$ cat src/core_pkg.sv
package core_pkg;

	localparam int xlen  = 32;	// Data width
	localparam int pc_w  = 12;	// 4 KiB instruction space
	localparam int dm_aw = 10;	// 1024-word data memory

	// Major opcodes of the supported subset
	localparam logic [6:0] opc_lui   = 7'b0110111;
	localparam logic [6:0] opc_opimm = 7'b0010011;
	localparam logic [6:0] opc_op    = 7'b0110011;
	localparam logic [6:0] opc_load  = 7'b0000011;
	localparam logic [6:0] opc_store = 7'b0100011;

	typedef enum logic [3:0] {
		alu_add, alu_sub, alu_and, alu_or, alu_xor, alu_sll, alu_srl, alu_passb
	} alu_op_t;

	typedef enum logic [1:0] {ld_none, ld_word, ld_byteu} ld_sel_t;
	typedef enum logic [1:0] {st_none, st_word, st_byte} st_sel_t;
	typedef enum logic [1:0] {wb_alu, wb_load, wb_imm} wb_sel_t;	// WB data source

	// ID/EXE payload
	typedef struct packed {
		logic [xlen-1:0] op_a;
		logic [xlen-1:0] op_b;		// Already muxed with the immediate
		logic [xlen-1:0] st_data;	// Forwarded rs2
		logic [xlen-1:0] imm;
		logic [4:0]      rd;
		alu_op_t         alu_op;
		ld_sel_t         ld_sel;
		st_sel_t         st_sel;
		wb_sel_t         wb_sel;
		logic            wr_en;
	} id_ex_t;

	// EXE/MEM payload
	typedef struct packed {
		logic [xlen-1:0] alu_res;	// Also the byte address for loads and stores
		logic [xlen-1:0] st_data;
		logic [xlen-1:0] imm;
		logic [4:0]      rd;
		ld_sel_t         ld_sel;
		st_sel_t         st_sel;
		wb_sel_t         wb_sel;
		logic            wr_en;
	} ex_mem_t;

	// MEM/WB payload
	typedef struct packed {
		logic [xlen-1:0] alu_res;
		logic [xlen-1:0] ld_data;
		logic [xlen-1:0] imm;
		logic [4:0]      rd;
		wb_sel_t         wb_sel;
		logic            wr_en;
	} mem_wb_t;

endpackage

$ cat src/alu.sv
`timescale 1ns/1ps

module alu (
	input  logic [core_pkg::xlen-1:0] op_a,
	input  logic [core_pkg::xlen-1:0] op_b,
	input  core_pkg::alu_op_t         alu_op,
	output logic [core_pkg::xlen-1:0] res
);

	import core_pkg::*;

	logic [4:0] shamt;

	assign shamt = op_b[4:0];	// Low five bits only

	always_comb begin
		case (alu_op)
			alu_add:   res = op_a + op_b;
			alu_sub:   res = op_a - op_b;
			alu_and:   res = op_a & op_b;
			alu_or:    res = op_a | op_b;
			alu_xor:   res = op_a ^ op_b;
			alu_sll:   res = op_a << shamt;
			alu_srl:   res = op_a >> shamt;	// Logical
			alu_passb: res = op_b;			// LUI
			default:   res = '0;
		endcase
	end

endmodule

$ cat config.mk
export PLATFORM = sky130hd
export DESIGN_NAME = alu
export DESIGN_NICKNAME = d
export VERILOG_FILES = /design/src/core_pkg.sv /design/src/alu.sv
export SDC_FILE = /design/constraint.sdc
export NUM_CORES = 1
export LEC_CHECK = 0
export ABC_AREA = 1
export CORE_AREA = 2 2 217 166
export DETAILED_ROUTE_END_ITERATION = 6
export DIE_AREA = 0 0 219 168
export DONT_BUFFER_PORTS = 1
export PLACE_DENSITY = 0.39
export SYNTH_ARGS = -nofsm -noshare
export SYNTH_HDL_FRONTEND = slang
export SYNTH_SLANG_ARGS = --single-unit
export TNS_END_PERCENT = 50
$ cat constraint.sdc
create_clock -name vclk -period 2.8
set_clock_uncertainty 0.1 [all_clocks]
set_input_delay 0 -clock vclk [all_inputs]
set_output_delay 0 -clock vclk [all_outputs]
set_load 0.05 [all_outputs]
==> Word level (Yosys, flattened, before mapping) <==
Cells that the tools add are included.
{ "op_classes": {"add_sub_neg": 2, "mux": 1, "bitwise_logic": 3, "reduce_logical": 1, "n_shift": 2, "n_eq_ne": 7} }
{ "ops": {"columns": ["operator", "n"], "rows": [
  ["$pmux W32 S8", 1],
  ["$add A32 B32 Y32", 1],
  ["$and A32 B32 Y32", 1],
  ["$or A32 B32 Y32", 1],
  ["$shl A32 B5 Y32", 1],
  ["$shr A32 B5 Y32", 1],
  ["$sub A32 B32 Y32", 1],
  ["$xor A32 B32 Y32", 1],
  ["$eq A4 B3 Y1 const B", 4],
  ["$eq A4 B2 Y1 const B", 2],
  ["$eq A4 B1 Y1 const B", 1],
  ["$logic_not A4 Y1", 1]
]} }
{ "totals": {"out_inout_bits": 32, "input_bits": 68, "wordCells": 16, "ff_bits": 0} }

==> Logic depth before layout (Yosys ltp) <==
{ "depth": {"ltp_word": 2, "ltp_mapped": 25, "mapped_depth_nobuf": 22} }

==> Least setup slack after synthesis <==
No wires, ideal clock.
{ "synth_timing": {"path_type": "input port to output port", "startpoint": "input op_b[1] (netlist name)", "endpoint": "output res[28] (netlist name)", "cell_stages": 23, "arrival_ns": 2.945, "path_buffers": 3, "path_slack_ns": -0.245, "required_time_ns": 2.700, "path_cell_list": "buf_4 > inv_4 > buf_6 > buf_2 > ha_1 > nand3_2 > nor2_2 > nand2_1 > o21ai_1 > nand2_1 > xor2_1 > ha_1 > nand2_1 > inv_1 > nand2_1 > inv_1 > a21oi_1 > nor2_1 > nor2_1 > nand2_1 > nand2_1 > nand3_1 > nand2_1"} }
{ "synth_via": {"elab_chain_cells": 2, "elab_cells_between_ends": 5, "classes_between": "add/sub (2); shift (2); mux (1)"} }
{ "synth_rtl": {"columns": ["item", "line", "text"], "rows": [
  ["start: declaration", "alu.sv:5", "input logic [core_pkg::xlen-1:0] op_b,"],
  ["$sub A32 B32 Y32, or another cell as far along", "alu.sv:19", "alu_sub: res = op_a - op_b;"],
  ["$pmux W32 S8 *", "alu.sv:17", "case (alu_op)"],
  ["end: declaration", "alu.sv:7", "output logic [core_pkg::xlen-1:0] res"]
]} }
Mark *: on every way between the ends. The rest lies on a longest branch, timed or not.

==> Final worst setup path <==
{ "layout_timing": {"startpoint": "input op_b[1] (netlist name)", "endpoint": "output res[18] (netlist name)"} }
Same word-level chain as after synthesis.

==> impl_metrics.py <==
metrics = {
    "floorplan": {
        "core_sq_um": 35000,
        "dieArea_sq_um": 36800,
        "initial_utilization_pct": 24.5,
        "row_count": 60,
        "chipWidth_um": 219,
        "fp.dieH_um": 168,
        "io_pins": 100,
    },
    "setup_path": {
        "worstPathRequired_ps": 2700,
        "crit_type": "primary input to output port",
        "arrival_ps": 2660,
        "crit_path_end_kind": "output port",
        "critPathMaxFanout": 64,
        "startpoint_type": "primary input",
    },
    "detailed_routing": {
        "dr_total_vias": 11800,
        "vias_per_cell": 5.19,
        "drtPass1Iterations": 6,
        "routed_wl_um": 46000,
        "drt_iter0_drc": 1479,
        "detail-route-antenna-nets": 0,
        "routedWlPerCell_um": 20.1,
        "drcViolationCount": 0,
    },
    "layout": {
        "layout-drive-gt1-share_pct": 20.4,
        "final_util_pct": 32.0,
        "regArea_sq_um": 0,
        "postLayoutCellArea_sq_um": 11200,
        "n_clock_buffer": 0,
        "nNetsFinal": 1987,
        "area_delta_synth_final_pct": 30.9,
        "diodes": 0,
        "design.seq.count": 0,
    },
    "sta": {
        "hold_viol": 0,
        "fin_hold_ws_ps": 300,
        "max_slew.worst_pin.slew_ps": 867,
        "slew_violations": 0,
        "timing.final.crit_share_pct": 98.5,
        "slew_headroom_pct": 42.1,
        "rsz0062_at_grt": "yes",
        "max_freq_mhz": 362,
        "setup_violations": 0,
        "fin_crit_ps": 2760,
    },
    "pwr": {
        "ir_drop_uv": 104,
        "power_density_nw_per_um2": 213,
        "power_leakage_nw": 5.91,
    },
    "global_route": {
        "grt_max_degree": 67,
        "grtUsageTotal_pct": 23.9,
        "grt_pass1_wl_um": 66500,
        "antenna_found_initial": 1,
        "overflow": 0,
        "grt_pass1_vias": 10400,
    },
    "placement": {
        "hpwlAfterDp_um": 38400,
        "place.gp.congestion": 0.994,
        "port_buffers": 0,
        "place_area_sq_um": 10300,
    },
    "synthesis": {
        "syn-num-nets": 1884,
        "yosys_warnings": 0,
        "synthXorXnorAreaFrac_pct": 2.97,
        "yosys.area_share.simple_pct": 58.4,
        "synth_common_cells": "604 x nand2_1, 342 x nand3_1, 202 x inv_1",
        "yosysTopAreaCell": "nand2_1",
        "yosys-mux-area-fraction_pct": 0,
        "seq_area_frac_synth_pct": 0,
        "syn_avg_cell_area_sq_um": 4.98,
        "yosysTopAreaCellShare_pct": 26.5,
        "synth_compound_area_share_pct": 10.7,
        "syn_area_sq_um": 8560,
        "synthDistinctLibCells": 45,
        "yosysMostFrequentCell": "nand2_1",
        "synth_top_family_by_area": "simple AND/OR/NAND/NOR gates",
        "syn_inst": 1718,
        "yosys.area_share.adder_pct": 14.4,
        "ys_top_cells_by_area": "nand2_1 26%, nand3_1 20%, ha_1 14%",
    },
    "job": {
        "max-cap-violations": 0,
    },
    "min_path": {
        "hold_class": "primary input to output port",
    },
    "outcome": {
        "run_status": "finished, final reports clean",
    },
}
[worst paths after layout]
kind | startpoint | slack [ps] | to | cells after the start
worst min-delay path | op_b[5] | 300 | res[5] | 4
worst max-delay path | op_b[1] | 40 | res[18] | 19
[cell usage in the layout, fill, tap and decap left out, types with 10 or more instances in the layout]
cell      instances
nand2_1         538
nand3_1         328
inv_1           190
buf_4           130
nor2_1           84
ha_1             80
nand2_2          58
a21oi_1          56
o21ai_0          44
nor2_2           31
xor2_1           28
buf_12           27
nand4_1          16
nor2_4           15
and2_1           14
nand3_2          13
a21oi_2          13
nand2_4          12
o21ai_1          11
inv_2            11
nand3b_1         11
nor3_1           10
ha_4             10
buf_6            10
[cell type report]
type / instances / area, sq um
Fill cell: 4103 / 23800
Tap cell: 465 / 582
Inverter: 210 / 815
Multi-Input combinational cell: 1442 / 8180
Timing Repair Buffer: 167 / 1630
[kinds of logic after synthesis]
logic type | after synthesis
AOI/OAI and AO/OA | 165
xor gates and xnor gates | 29
adders and majority gates | 98
buffers and inverters | 276
and+or+nand+nor | 1150
[stage by stage]
step	instances	power [W]	setup WS (ps)	TNS [ps]
floorplan	1718	0.00133	42.4	0
global placement	2269	0.00213	-259	-1060
detailed placement	2269	0.00212	-215	-891
CTS	2273	0.00216	-36.0	-71.6
global route	2284	0.00259	-91.4	-617
finish	2284	0.00238	41.2	0
[routing by layer]
metal  routed length (um)  vias up  track usage [%]
met5                    0        -                0
met4                  866        0             3.88
met3                 4110       36             4.37
met2                18600      471             34.4
met1                22400     5537             36.7
li1                     -     5799                -
[timing repair]
action,CTS,global route
cloned,0,0
gates resized for setup,23,199
buffers inserted,4,12
hold buffers,0,0
pin swaps,5,73
setup endpoints to repair,9,26
[worst max-delay path, stage by stage]
cell and delay (ps):
inv_6 70, ha_4 140, nand3_4 100, nor2_4 200, nand2_4 100, o21ai_2 160
nand2_1 90, xor2_1 150, ha_2 390, nand2_2 90, nor2_4 110, inv_2 70
nor2_4 150, nand4_1 240, nand3_1 170, nand2_1 60, nand3_1 80, nand2_2 80
buf_12 170
[report_power, final]
group / switching [W] / internal, W
registers: 0 / 0
clock network: 0 / 0
logic: 0.00148 / 0.000904
No activity file was read; power rests on OpenSTA's default activity.
