==> src/core_pkg.sv <==
package core_pkg;

	localparam int xlen  = 32;	// Data width
	localparam int pc_w  = 12;	// 4 KiB instruction space
	localparam int dm_aw = 10;	// 1024-word data memory

	// Major opcodes of the supported subset
	localparam logic [6:0] opc_lui   = 7'b0110111;
	localparam logic [6:0] opc_opimm = 7'b0010011;
	localparam logic [6:0] opc_op    = 7'b0110011;
	localparam logic [6:0] opc_load  = 7'b0000011;
	localparam logic [6:0] opc_store = 7'b0100011;

	typedef enum logic [3:0] {
		alu_add, alu_sub, alu_and, alu_or, alu_xor, alu_sll, alu_srl, alu_passb
	} alu_op_t;

	typedef enum logic [1:0] {ld_none, ld_word, ld_byteu} ld_sel_t;
	typedef enum logic [1:0] {st_none, st_word, st_byte} st_sel_t;
	typedef enum logic [1:0] {wb_alu, wb_load, wb_imm} wb_sel_t;	// WB data source

	// ID/EXE payload
	typedef struct packed {
		logic [xlen-1:0] op_a;
		logic [xlen-1:0] op_b;		// Already muxed with the immediate
		logic [xlen-1:0] st_data;	// Forwarded rs2
		logic [xlen-1:0] imm;
		logic [4:0]      rd;
		alu_op_t         alu_op;
		ld_sel_t         ld_sel;
		st_sel_t         st_sel;
		wb_sel_t         wb_sel;
		logic            wr_en;
	} id_ex_t;

	// EXE/MEM payload
	typedef struct packed {
		logic [xlen-1:0] alu_res;	// Also the byte address for loads and stores
		logic [xlen-1:0] st_data;
		logic [xlen-1:0] imm;
		logic [4:0]      rd;
		ld_sel_t         ld_sel;
		st_sel_t         st_sel;
		wb_sel_t         wb_sel;
		logic            wr_en;
	} ex_mem_t;

	// MEM/WB payload
	typedef struct packed {
		logic [xlen-1:0] alu_res;
		logic [xlen-1:0] ld_data;
		logic [xlen-1:0] imm;
		logic [4:0]      rd;
		wb_sel_t         wb_sel;
		logic            wr_en;
	} mem_wb_t;

endpackage

==> src/regfile.sv <==
`timescale 1ns/1ps

module regfile (
	input  logic                      CLK,
	input  logic                      reset,
	input  logic                      wr_en,
	input  logic [4:0]                wr_addr,
	input  logic [core_pkg::xlen-1:0] wr_data,
	input  logic [4:0]                rs1_addr,
	input  logic [4:0]                rs2_addr,
	output logic [core_pkg::xlen-1:0] rs1_data,
	output logic [core_pkg::xlen-1:0] rs2_data
);

	import core_pkg::*;

	logic [xlen-1:0] regs [32];

	always_ff @(posedge CLK) begin
		if (reset) begin
			for (int i = 0; i < 32; i++) begin
				regs[i] <= '0;
			end
		end else if (wr_en && wr_addr != 5'd0) begin
			regs[wr_addr] <= wr_data;
		end
	end

	// Write-through, x0 hardwired
	assign rs1_data = (rs1_addr == 5'd0) ? '0 :
		(wr_en && wr_addr == rs1_addr) ? wr_data : regs[rs1_addr];
	assign rs2_data = (rs2_addr == 5'd0) ? '0 :
		(wr_en && wr_addr == rs2_addr) ? wr_data : regs[rs2_addr];

endmodule

==> config.mk <==
export PLATFORM = sky130hd
export DESIGN_NAME = regfile
export DESIGN_NICKNAME = d
export VERILOG_FILES = /design/src/core_pkg.sv /design/src/regfile.sv
export SDC_FILE = /design/constraint.sdc
export NUM_CORES = 2
export LEC_CHECK = 0
export ABC_AREA = 1
export BUFFER_PORTS_ARGS = -buffer_cell sky130_fd_sc_hd__buf_4
export CELL_PAD_IN_SITES_DETAIL_PLACEMENT = 1
export CELL_PAD_IN_SITES_GLOBAL_PLACEMENT = 1
export CORE_ASPECT_RATIO = 2
export CORE_MARGIN = 2
export CORE_UTILIZATION = 48
export DETAILED_ROUTE_END_ITERATION = 7
export PLACE_DENSITY = 0.82
export SLEW_MARGIN = 15
export SYNTH_ARGS = -nofsm -noshare
export SYNTH_HDL_FRONTEND = slang
export SYNTH_SLANG_ARGS = --single-unit
==> constraint.sdc <==
create_clock -name CLK -period 3.3 [get_ports CLK]
set_clock_uncertainty 0.15 [all_clocks]
set_input_delay 0 -clock CLK [delete_from_list [all_inputs] [get_ports CLK]]
set_output_delay 0 -clock CLK [all_outputs]
set_load 0.01 [all_outputs]
=== Word-level counts from Yosys, hierarchy flattened ===
Memory sizes are Yosys's and may differ from the RTL's.
Index checks and enable logic that the tools add are counted.

* Equal/unequal tests: 2
* Multiplexer cells: 12
* Reduce and logical (&&, ||, !) cells: 7

{| class="wikitable"
|+ Operators by type and width
! operator !! count
|-
| two-way mux 32 bit || 5
|-
| OR reduction 32 bit || 1
|-
| == test 5 bit || 2
|-
| logical NOT 5 bit || 2
|-
| two-way mux 1 bit || 6
|-
| two-way mux 5 bit || 1
|-
| nonzero test 5 bit || 1
|-
| logical AND 1 bit || 3
|}

* Flip-flop bits (word level): 0
* Bits in writable memories: 1,024
* Output and inout port bits: 64
* Word-level logic and storage cells: 22
* Memories kept: 1

{| class="wikitable"
|+ Memories
! name !! words !! width !! rd ports !! clocked after Yosys merged registers in !! write ports !! line !! source
|-
| regs || 32 || 32 || 2 || 0 || 32 || regfile.sv:17 || <nowiki>logic [xlen-1:0] regs [32];</nowiki>
|}

=== Logic depth before layout (Yosys ltp) ===
* Depth after elaboration: 7
* Mapped depth: 12

=== Worst setup path after synthesis ===
No wires, ideal clock.

* Kind: input -> register
* Start point: input wr_addr[3]
* End point: memory regs[28][0] (enable)
* Data arrival time: 1.729 ns
* Data required time: 2.672 ns
* Path slack: 0.942 ns
* Cell stages on the path: 10
* Cells stage by stage: buf_4 -> nor3_4 -> inv_2 -> o21ai_2 -> inv_2 -> nand2_1 -> inv_2 -> nand2_4 -> buf_6 -> nand2_1

{| class="wikitable"
|+ RTL lines
! element !! line !! source
|-
| from (decl) || regfile.sv:7 || <nowiki>input logic [4:0] wr_addr,</nowiki>
|-
| to (decl) || regfile.sv:17 ||
|}

=== Worst setup path after layout ===
* Start point: input wr_addr[2]
* End point: output rs1_data[16] in the netlist's numbering

* Longest elaborated chain between the ends: 4

{| class="wikitable"
|+ RTL lines
! element !! line !! source
|-
| == test 5 bit || regfile.sv:31 || <nowiki>(wr_en && wr_addr == rs1_addr) ? wr_data : regs[rs1_addr];</nowiki>
|-
| logical AND 1 bit || regfile.sv:31 ||
|-
| two-way mux 32 bit || regfile.sv:31 ||
|-
| two-way mux 32 bit || regfile.sv:30 || <nowiki>assign rs1_data = (rs1_addr == 5'd0) ? '0 :</nowiki>
|-
| to (decl) || regfile.sv:11 || <nowiki>output logic [core_pkg::xlen-1:0] rs1_data,</nowiki>
|}

No other way between the ends.

==> results_dict.tcl <==
set metrics [dict create \
    status "finished, final reports clean" \
    fp.dieH_um 499 \
    crit_chain "dlygate4sd3_1, buf_4, inv_1, o22ai_1, nor2_1, nand3_4, buf_4, o21ai_0, nor2_1, buf_4" \
    finalPower_w 0.0314 \
    wl_um 266000 \
    area_growth_pct 9.35 \
    use_met1 0.445 \
    peakVddDrop_mv 0.408 \
    fillers 14600 \
    placed_cell_area_um2 61100 \
    postRouteAntennaNets 0 \
    die_area_um2 125000 \
    p_comb_frac 0.159 \
    switchingPower_w 0.00917 \
    setup_viol_count_final 0 \
    largest_register_ffs 1024 \
    synth_flop_cell "edfxtp_1" \
    startpoint_type "input pin" \
    cellLeakagePower_nw 27.5 \
    cp.depth 10 \
    synth-edff-count 1024 \
    hold_start "wr_data[3]" \
    yosysSeqAreaShare 0.523 \
    wl_per_cell_um 30.0 \
    worstMarginPinSlew_ps 1200 \
    slew_violations 0 \
    rsz0062_at_grt "no" \
    cts_tree "built" \
    crit_family "buffers and inverters" \
    cp_data_arrival_time_ps 2730 \
    grt_usage 0.421 \
    dr.pass1.iters 6 \
    intPower_w 0.0222 \
    syn_area_um2 58800 \
    max_stage_delay_ps 540 \
    design.core.area_um2 122000 \
    first_global_vias 60300 \
    grt_pass1_wl_um 385000 \
    nNetsFinal 7306 \
    drive_gt1_frac 0.0805 \
    largestRegisters "regs (1024)" \
    grt_max_degree 167 \
    required_ps 3150 \
    slew_headroom 0.196 \
    whs_endpoint "regs[23][3]" \
    use_met2 0.688 \
    dp_hpwl_um 159000 \
    synth_cells 7430 \
    power.share.sequential 0.490 \
    cts-root-buf "clkbuf_16" \
    crit_type "input pin to primary output" \
    max_freq_mhz 347 \
    netlist_top_cells_area "edfxtp_1, nand2_1, nand3_1" \
    tns_ps 0 \
    antenna_found_initial 8 \
    drv_cap 0 \
    synth_common_cells "nand2_1, nor2_1, nand3_1, edfxtp_1, inv_1" \
    clockBufferDepth 3 \
    avgSynthCellArea_um2 7.91 \
    min_period_ps 2880 \
    grt-busiest-layer "met2" \
    yosysMostFrequentCell "nand2_1" \
    endpoint_kind "primary output" \
    fin_crit_sh 0.873 \
    synth_cell_type_count 28 \
    post-route-util 0.529 \
    htree_num_levels 3 \
    crit_top_cell "buf_4" \
    p_clk_frac 0.351 \
    switching_share 0.292 \
    powerDensity_nw_per_um2 488 \
    vias_per_cell 6.45 \
    yosysTopAreaCell "edfxtp_1" \
    synth-warning-count 0 \
    drtIter0Drc 6236 \
    crit_fanout 22 \
    largest_register "regs" \
    async_reset_ff_frac 0 \
    path_buf_inv 5 \
    post_cts_buffers 0 \
    io_buffers 113 \
    initial_core_util 0.483 \
    timing.hold.ws_ps 40.2 \
    vias 57300 \
    netlist.area_leader.share 0.523 \
    path_clk_slew_ps 60 \
    grt-ovfl-total 0 \
    met3_usage 0.0916 \
    gp_congestion 0.903 \
    placement_rows 181 \
    ios 114 \
    min_delay_path_depth 3 \
    drc 0 \
    numCtsBuffers 95 \
    finalHoldViolCount 0 \
    die_w_um 251 \
    cts.sinks 1024 \
    ys_ff_latch 1024 \
    crit_path_top_delay_cell "dlygate4sd3_1" \
    final_cell_area_um2 64300 \
    hp-class "input pin to register" \
]
## worst max path at each step
| stage | start | to | slack, ps |
|---|---|---|---|
| global route | wr_addr[2] | rs1_data[16] | 340 |
| finish | wr_addr[2] | rs1_data[16] | 420 |
| global placement | wr_addr[2] | regs[27][8] | 840 |
| floorplan | wr_addr[3] | regs[28][0] | 940 |
| detailed placement | wr_addr[2] | regs[27][11] | 770 |
| CTS | wr_addr[2] | rs1_data[30] | 470 |
## per-layer routing
metal	wire, um	vias to the layer above
met3	26300	1422
li1	-	23900
met1	85200	28200
met4	29800	6
met5	35	-
met2	125000	3706
## cells in the final DEF, fill, tap and decap left out, types with 97 or more instances in the layout
master and instances:
nand3_1 1063, nand2_1 1737, inv_1 613, a21oi_1 267
buf_4 244, o211ai_1 191, clkbuf_16 97, edfxtp_1 1024
o21ai_0 354, nor2_1 1339
## what timing repair did
action                    4_1_cts  5_1_grt
hold endpoints to repair      548       31
hold buffers                   26        1
gates resized for setup         0        0
## metrics by stage
| step | setup WS, ps | std cells |
|---|---|---|
| 2_1_floorplan | 942 | 7461 |
| 3_3_place_gp | 838 | 8687 |
| 3_5_place_dp | 766 | 8687 |
| 4_1_cts | 472 | 8879 |
| 5_1_grt | 344 | 8881 |
| 6_report | 418 | 8884 |
## final cells by class
class,instances,area (um^2),area share
antenna,4,10.0,0.000156
sequential,1024,30700,0.478
tap,1555,1950,0.0303
multi-input combinational,5160,22800,0.355
clock inverter,46,369,0.00574
inverter,636,2430,0.0377
timing repair buffer,339,3430,0.0534
clock buffer,120,2510,0.0391
## power groups by stage
stage               clock network [W]  registers, W  logic [W]
global placement                    0        0.0156    0.00463
detailed placement                  0        0.0156    0.00478
finish                         0.0110        0.0154    0.00499
global route                   0.0114        0.0154    0.00527
floorplan                           0        0.0155    0.00278
CTS                            0.0110        0.0153    0.00484
## cell families (layout without fill, tap and decap cells)
| logic type | count (synthesis) | after routing | share of synthesized area |
|---|---|---|---|
| compound gates | 850 | 850 | 0.0807 |
| xor+xnor | 2 | 2 | 0.000298 |
| buf+inv | 1277 | 1141 | 0.0927 |
| flops | 1024 | 1024 | 0.523 |
| other cells | 1 | 36 | 0.0000638 |
| simple gates | 4276 | 4276 | 0.303 |
Power figures use the tool's default switching activity.
