[config.mk]
export PLATFORM = sky130hd
export DESIGN_NAME = decoder
export DESIGN_NICKNAME = d
export VERILOG_FILES = /design/src/core_pkg.sv /design/src/decoder.sv
export SDC_FILE = /design/constraint.sdc
export NUM_CORES = 1
export LEC_CHECK = 0
export BUFFER_PORTS_ARGS = -buffer_cell sky130_fd_sc_hd__buf_4
export CORE_AREA = 4 4 49 51
export DETAILED_ROUTE_END_ITERATION = 12
export DIE_AREA = 0 0 53 55
export PLACE_DENSITY = 0.81
export SYNTH_ARGS = -nofsm -noshare
export SYNTH_HDL_FRONTEND = slang
export SYNTH_SLANG_ARGS = --single-unit
[constraint.sdc]
create_clock -name vclk -period 1.4
set_input_delay 0.14 -clock vclk [all_inputs]
set_output_delay 0.14 -clock vclk [all_outputs]
set_load 0.01 [all_outputs]
[src/core_pkg.sv]
package core_pkg;

	localparam int xlen  = 32;	// Data width
	localparam int pc_w  = 12;	// 4 KiB instruction space
	localparam int dm_aw = 10;	// 1024-word data memory

	// Major opcodes of the supported subset
	localparam logic [6:0] opc_lui   = 7'b0110111;
	localparam logic [6:0] opc_opimm = 7'b0010011;
	localparam logic [6:0] opc_op    = 7'b0110011;
	localparam logic [6:0] opc_load  = 7'b0000011;
	localparam logic [6:0] opc_store = 7'b0100011;

	typedef enum logic [3:0] {
		alu_add, alu_sub, alu_and, alu_or, alu_xor, alu_sll, alu_srl, alu_passb
	} alu_op_t;

	typedef enum logic [1:0] {ld_none, ld_word, ld_byteu} ld_sel_t;
	typedef enum logic [1:0] {st_none, st_word, st_byte} st_sel_t;
	typedef enum logic [1:0] {wb_alu, wb_load, wb_imm} wb_sel_t;	// WB data source

	// ID/EXE payload
	typedef struct packed {
		logic [xlen-1:0] op_a;
		logic [xlen-1:0] op_b;		// Already muxed with the immediate
		logic [xlen-1:0] st_data;	// Forwarded rs2
		logic [xlen-1:0] imm;
		logic [4:0]      rd;
		alu_op_t         alu_op;
		ld_sel_t         ld_sel;
		st_sel_t         st_sel;
		wb_sel_t         wb_sel;
		logic            wr_en;
	} id_ex_t;

	// EXE/MEM payload
	typedef struct packed {
		logic [xlen-1:0] alu_res;	// Also the byte address for loads and stores
		logic [xlen-1:0] st_data;
		logic [xlen-1:0] imm;
		logic [4:0]      rd;
		ld_sel_t         ld_sel;
		st_sel_t         st_sel;
		wb_sel_t         wb_sel;
		logic            wr_en;
	} ex_mem_t;

	// MEM/WB payload
	typedef struct packed {
		logic [xlen-1:0] alu_res;
		logic [xlen-1:0] ld_data;
		logic [xlen-1:0] imm;
		logic [4:0]      rd;
		wb_sel_t         wb_sel;
		logic            wr_en;
	} mem_wb_t;

endpackage

[src/decoder.sv]
`timescale 1ns/1ps

module decoder (
	input  logic [core_pkg::xlen-1:0] inst,
	output core_pkg::alu_op_t         alu_op,
	output logic                      use_imm,	// op_b from immediate
	output core_pkg::ld_sel_t         ld_sel,
	output core_pkg::st_sel_t         st_sel,
	output core_pkg::wb_sel_t         wb_sel,
	output logic                      wr_en,
	output logic                      uses_rs2,
	output logic [core_pkg::xlen-1:0] imm
);

	import core_pkg::*;

	logic [6:0] opcode;
	logic [2:0] funct3;
	logic [6:0] funct7;

	assign opcode = inst[6:0];
	assign funct3 = inst[14:12];
	assign funct7 = inst[31:25];

	always_comb begin
		// Defaults give a no-op
		alu_op   = alu_add;
		use_imm  = 1'b0;
		ld_sel   = ld_none;
		st_sel   = st_none;
		wb_sel   = wb_alu;
		wr_en    = 1'b0;
		uses_rs2 = 1'b0;
		imm      = {{20{inst[31]}}, inst[31:20]};	// I-type

		case (opcode)
			opc_lui: begin
				imm     = {inst[31:12], 12'b0};	// U-type
				alu_op  = alu_passb;	// EXE result equals imm for forwarding
				use_imm = 1'b1;
				wb_sel  = wb_imm;
				wr_en   = 1'b1;
			end
			opc_opimm: begin
				use_imm = 1'b1;
				case (funct3)
					3'b000: begin
						alu_op = alu_add;		// ADDI
						wr_en  = 1'b1;
					end
					3'b001: begin
						alu_op = alu_sll;		// SLLI
						wr_en  = 1'b1;
					end
					3'b101: begin
						alu_op = alu_srl;		// SRLI only, SRAI left out
						wr_en  = (funct7 == 7'b0);
					end
					default: wr_en = 1'b0;
				endcase
			end
			opc_op: begin
				uses_rs2 = 1'b1;
				wr_en    = 1'b1;
				case (funct3)
					3'b000:  alu_op = funct7[5] ? alu_sub : alu_add;
					3'b111:  alu_op = alu_and;
					3'b110:  alu_op = alu_or;
					3'b100:  alu_op = alu_xor;
					default: wr_en = 1'b0;	// Unsupported R-type
				endcase
			end
			opc_load: begin
				use_imm = 1'b1;	// Address is rs1 + imm
				wb_sel  = wb_load;
				case (funct3)
					3'b010: begin
						ld_sel = ld_word;
						wr_en  = 1'b1;
					end
					3'b100: begin
						ld_sel = ld_byteu;
						wr_en  = 1'b1;
					end
					default: ld_sel = ld_none;
				endcase
			end
			opc_store: begin
				imm      = {{20{inst[31]}}, inst[31:25], inst[11:7]};	// S-type
				use_imm  = 1'b1;
				uses_rs2 = 1'b1;
				case (funct3)
					3'b010:  st_sel = st_word;
					3'b000:  st_sel = st_byte;
					default: st_sel = st_none;
				endcase
			end
			default: wr_en = 1'b0;
		endcase
	end

endmodule

# After elaboration in Yosys (flattened, before gate mapping)
# Index checks and enable logic that the tools add are counted.
# classes
eq_ne,11
n_mux,16
n_reduce_logical,7
# op_table
cell,n
$pmux W31 S2,1
$eq A7 B6 Y1 const B,3
$eq A3 B3 Y1 const B,4
$pmux W2 S2,3
$pmux W3 S4,1
$pmux W3 S3,1
$reduce_or A4 Y1,2
$eq A7 B2 Y1 const B,1
$eq A7 B5 Y1 const B,1
$logic_not A7 Y1,1
$pmux W3 S2,1
$reduce_or A2 Y1,3
$mux W1,5
$mux W2,2
$pmux W1 S4,1
$eq A3 B1 Y1 const B,1
$eq A3 B2 Y1 const B,1
$logic_not A3 Y1,1
$pmux W1 S2,1
# totals
wordCells,34
reg_bits,0
input_bits,32
out_inout_bits,45

# Depth between registers and ports, before layout
# depth
depth_word,4
depth_mapped,6
depth_no_buf,4

# Least setup slack after synthesis
# No wires, ideal clock.
# synth_path
path_type,input-to-output
startpoint,in inst[6] (netlist name)
endpoint,out imm[12] (netlist name)
n_path_buf,2
cell_stages,6
required_time_ns,1.260
setup_slack_ns,0.109
t_arrival_ns,1.151
path_cell_list,and4bb_2 -> and4_1 -> buf_6 -> nor2b_4 -> buf_6 -> a21o_1
# synth_via
elab_chain_cells,2
# synth_rtl
element,line_no,source
start: declaration,decoder.sv:4,"input logic [core_pkg::xlen-1:0] inst,"
$eq A7 B6 Y1,decoder.sv:36,case (opcode)
$pmux W31 S2 *,decoder.sv:36,
end: declaration,decoder.sv:12,output logic [core_pkg::xlen-1:0] imm
# Mark *: on every way between the ends. The rest lies on a longest branch, timed or not.

# Worst setup path in the final report
# layout_path
startpoint,in inst[3] (netlist name)
endpoint,out imm[12] (netlist name)
# The elaborated chain is that of the path after synthesis.

==> flow_metrics.env <==
export IMPL_run_status="finished clean"
export IMPL_seq_area_um2=0
export IMPL_io_pins=77
export IMPL_synth_distinct_cells=35
export IMPL_synth_common_cells="20 x a21o_1, 11 x nor2b_1, 10 x nand2_1, 6 x nor2_1"
export IMPL_syn_to_final_growth_pct=103.7
export IMPL_max_cap_violations=0
export IMPL_timing_final_crit_share_pct=98.92
export IMPL_p_sw_w=0.0001616
export IMPL_synth_top_cell_by_area="a21o_1"
export IMPL_cp_startpoint="inst[3]"
export IMPL_synth_top_area_share_pct=22.30
export IMPL_post_drt_wl_per_cell_um=14.68
export IMPL_fin_cells=197
export IMPL_drtIter0Drc=18
export IMPL_cts_setup_buffers=0
export IMPL_netlist_area_um2=673.1
export IMPL_num_clock_buffers=0
export IMPL_via_count=1044
export IMPL_ys_warn_count=0
export IMPL_dpl_hpwl_mm=2.165
export IMPL_crit_path_end_kind="primary output"
export IMPL_syn_num_nets=135
export IMPL_dieArea_mm2=0.002915
export IMPL_pwr_share_seq_pct=0
export IMPL_hp_start="inst[31]"
export IMPL_wl_mm=2.891
export IMPL_cpMostUsedCell="buf_6"
export IMPL_ir_drop_mv=0.1429
export IMPL_min_path_type="in -> out"
export IMPL_start_util_pct=34.66
export IMPL_setup_tns_ns=0
export IMPL_dieWidth_um=53
export IMPL_avgSynthCellArea_um2=6.535
export IMPL_grt_pass1_wl_mm=4.222
export IMPL_dp_cells=197
export IMPL_drc_errors=0
export IMPL_period_needed_ns=1.385
export IMPL_routabilityCongestion=0.8123
export IMPL_ant_nets=0
export IMPL_seq_cells=0
export IMPL_worst_setup_path_start_kind="primary input"
export IMPL_track_usage_pct=18.53
export IMPL_dr_pass1_iters=4
export IMPL_final_nets=204
export IMPL_die_height_um=55
export IMPL_grt_ovfl_total=0
export IMPL_viasPerCell=5.299
export IMPL_path_class="in -> out"
export IMPL_worst_path_max_delay_cell="and4bb_2"
export IMPL_ys_seq_area_share_pct=0
export IMPL_worstPathMaxFanout=17
export IMPL_combPwrFrac_pct=100.0
export IMPL_crit_arrival_ns=1.24
export IMPL_cpPeakStageDelay_ns=0.31
export IMPL_hold_viol_final=0
export IMPL_cp_cell_sequence="buf_6 -> and4bb_2 -> and4_4 -> buf_12 -> a21o_1 -> buf_6"
export IMPL_rsz0062_at_grt="true"
export IMPL_clock_fmax_mhz=722.1
export IMPL_synth_most_common_cell="a21o_1"
export IMPL_crit_required_ns=1.26
export IMPL_core_mm2=0.001942
export IMPL_portBuffers=76
export IMPL_leakagePower_nw=0.7350
export IMPL_pwr_share_clk_pct=0
export IMPL_grt_max_degree=21
export IMPL_nFillCells=164
export IMPL_syn_instance_count=103
export IMPL_drive_gt1_share_pct=52.94
export IMPL_slew_viol_final=0
export IMPL_num_rows=16
export IMPL_antenna_found_initial=0
export IMPL_p_int_w=0.0002069
export IMPL_powerDensity_mw_per_mm2=268.7
export IMPL_power_w=0.0003684
export IMPL_grt_pass1_vias=989
export IMPL_setup_viol=0
export IMPL_synthTopCellsByArea="a21o_1 22%, nor2b_1 10%, o2bb2ai_1 6.5%"
export IMPL_n_antenna_cell=0
export IMPL_swShare_pct=43.86
## metal layers
metal,wire length (µm),share of wire [%],track usage [%],vias to the layer above
li1,-,-,-,505
met1,988,34,18.57,474
met2,1513,52,37.81,63
met3,369,13,6.434,2
met4,19,0.66,1.702,0
met5,0,0,0,-
## worst paths after layout
kind                       to  slack [ns]  depth (start not counted)
worst min-delay path  imm[31]        0.49                          2
worst max-delay path  imm[12]        0.02                          6
## layout by cell type (no fill, tap or decap)
| master | netlist | routed |
|---|---|---|
| nor2b_4 | 1 | 2 |
| nor2_1 | 6 | 6 |
| and2_2 | 0 | 1 |
| o21a_1 | 2 | 2 |
| a32oi_1 | 1 | 1 |
| nor3_1 | 2 | 2 |
| o31ai_1 | 1 | 1 |
| and3_1 | 1 | 1 |
| nor2b_1 | 11 | 11 |
| mux2i_1 | 1 | 1 |
| inv_1 | 2 | 2 |
| o22a_1 | 1 | 1 |
| o2bb2ai_1 | 5 | 5 |
| and3b_1 | 1 | 1 |
| o32ai_4 | 0 | 1 |
| a22oi_1 | 5 | 5 |
| buf_4 | 4 | 56 |
| nor3b_1 | 1 | 1 |
| nand3b_1 | 1 | 1 |
| or3_1 | 1 | 1 |
| conb_1 | 1 | 1 |
| nand2b_1 | 1 | 1 |
| nand2_1 | 10 | 9 |
| o21ai_2 | 1 | 1 |
| a21oi_1 | 5 | 5 |
| buf_6 | 3 | 23 |
| buf_12 | 0 | 1 |
| nand2_4 | 0 | 1 |
| and4_4 | 0 | 1 |
| o22ai_1 | 1 | 1 |
| a21o_1 | 20 | 20 |
| nor4_2 | 0 | 2 |
| nand3_1 | 1 | 1 |
| and4bb_2 | 1 | 1 |
## kinds of logic after synthesis
| logic type | synth area share, % |
|---|---|
| and+or+nand+nor | 35.69 |
| AOI/OAI and AO/OA | 47.58 |
| other | 0.5571 |
| muxes | 1.487 |
| buffers and inverters | 14.68 |
## stage by stage
stage                     utilization, %  hold WS [ns]  cell area [µm²]  setup WS [ns]
final                              70.62        0.4946             1371        0.01519
after global routing               70.62        0.5021             1371       -0.04032
after CTS                          68.62        0.4893             1333       -0.01008
after detailed placement           63.66        0.4891             1236       -0.09239
after global placement             63.66        0.4886             1236       -0.06208
after floorplan                        -        0.3718            673.1         0.1088
## power by group through the flow
stage	Clock [W]	Sequential, W	Combinational, W
after floorplan	0	0	0.000159
after global placement	0	0	0.000330
after detailed placement	0	0	0.000336
after CTS	0	0	0.000367
after global routing	0	0	0.000400
final	0	0	0.000368
## cell type report
type	count	area, µm²	share of cell area [%]
tap	27	33.78	2.463
inverter	2	7.507	0.5474
multi-input combinational	88	630.6	45.99
timing repair buffer	80	699.4	51.00
## worst max-delay path: cells and delay by family
family          cells  cell delay [ns]
simple gates        2             0.61
buf+inv             3             0.34
compound gates      1             0.14
## timing repair
| item | in CTS | in global routing |
|---|---|---|
| endpoints found under the hold margin | 0 | 0 |
| gates cloned | 0 | 1 |
| resized for setup | 26 | 10 |
| hold buffers | 0 | 0 |
| pin swaps | 1 | 5 |
| endpoints found under the setup margin | 32 | 29 |
Power figures use the tool's default switching activity.
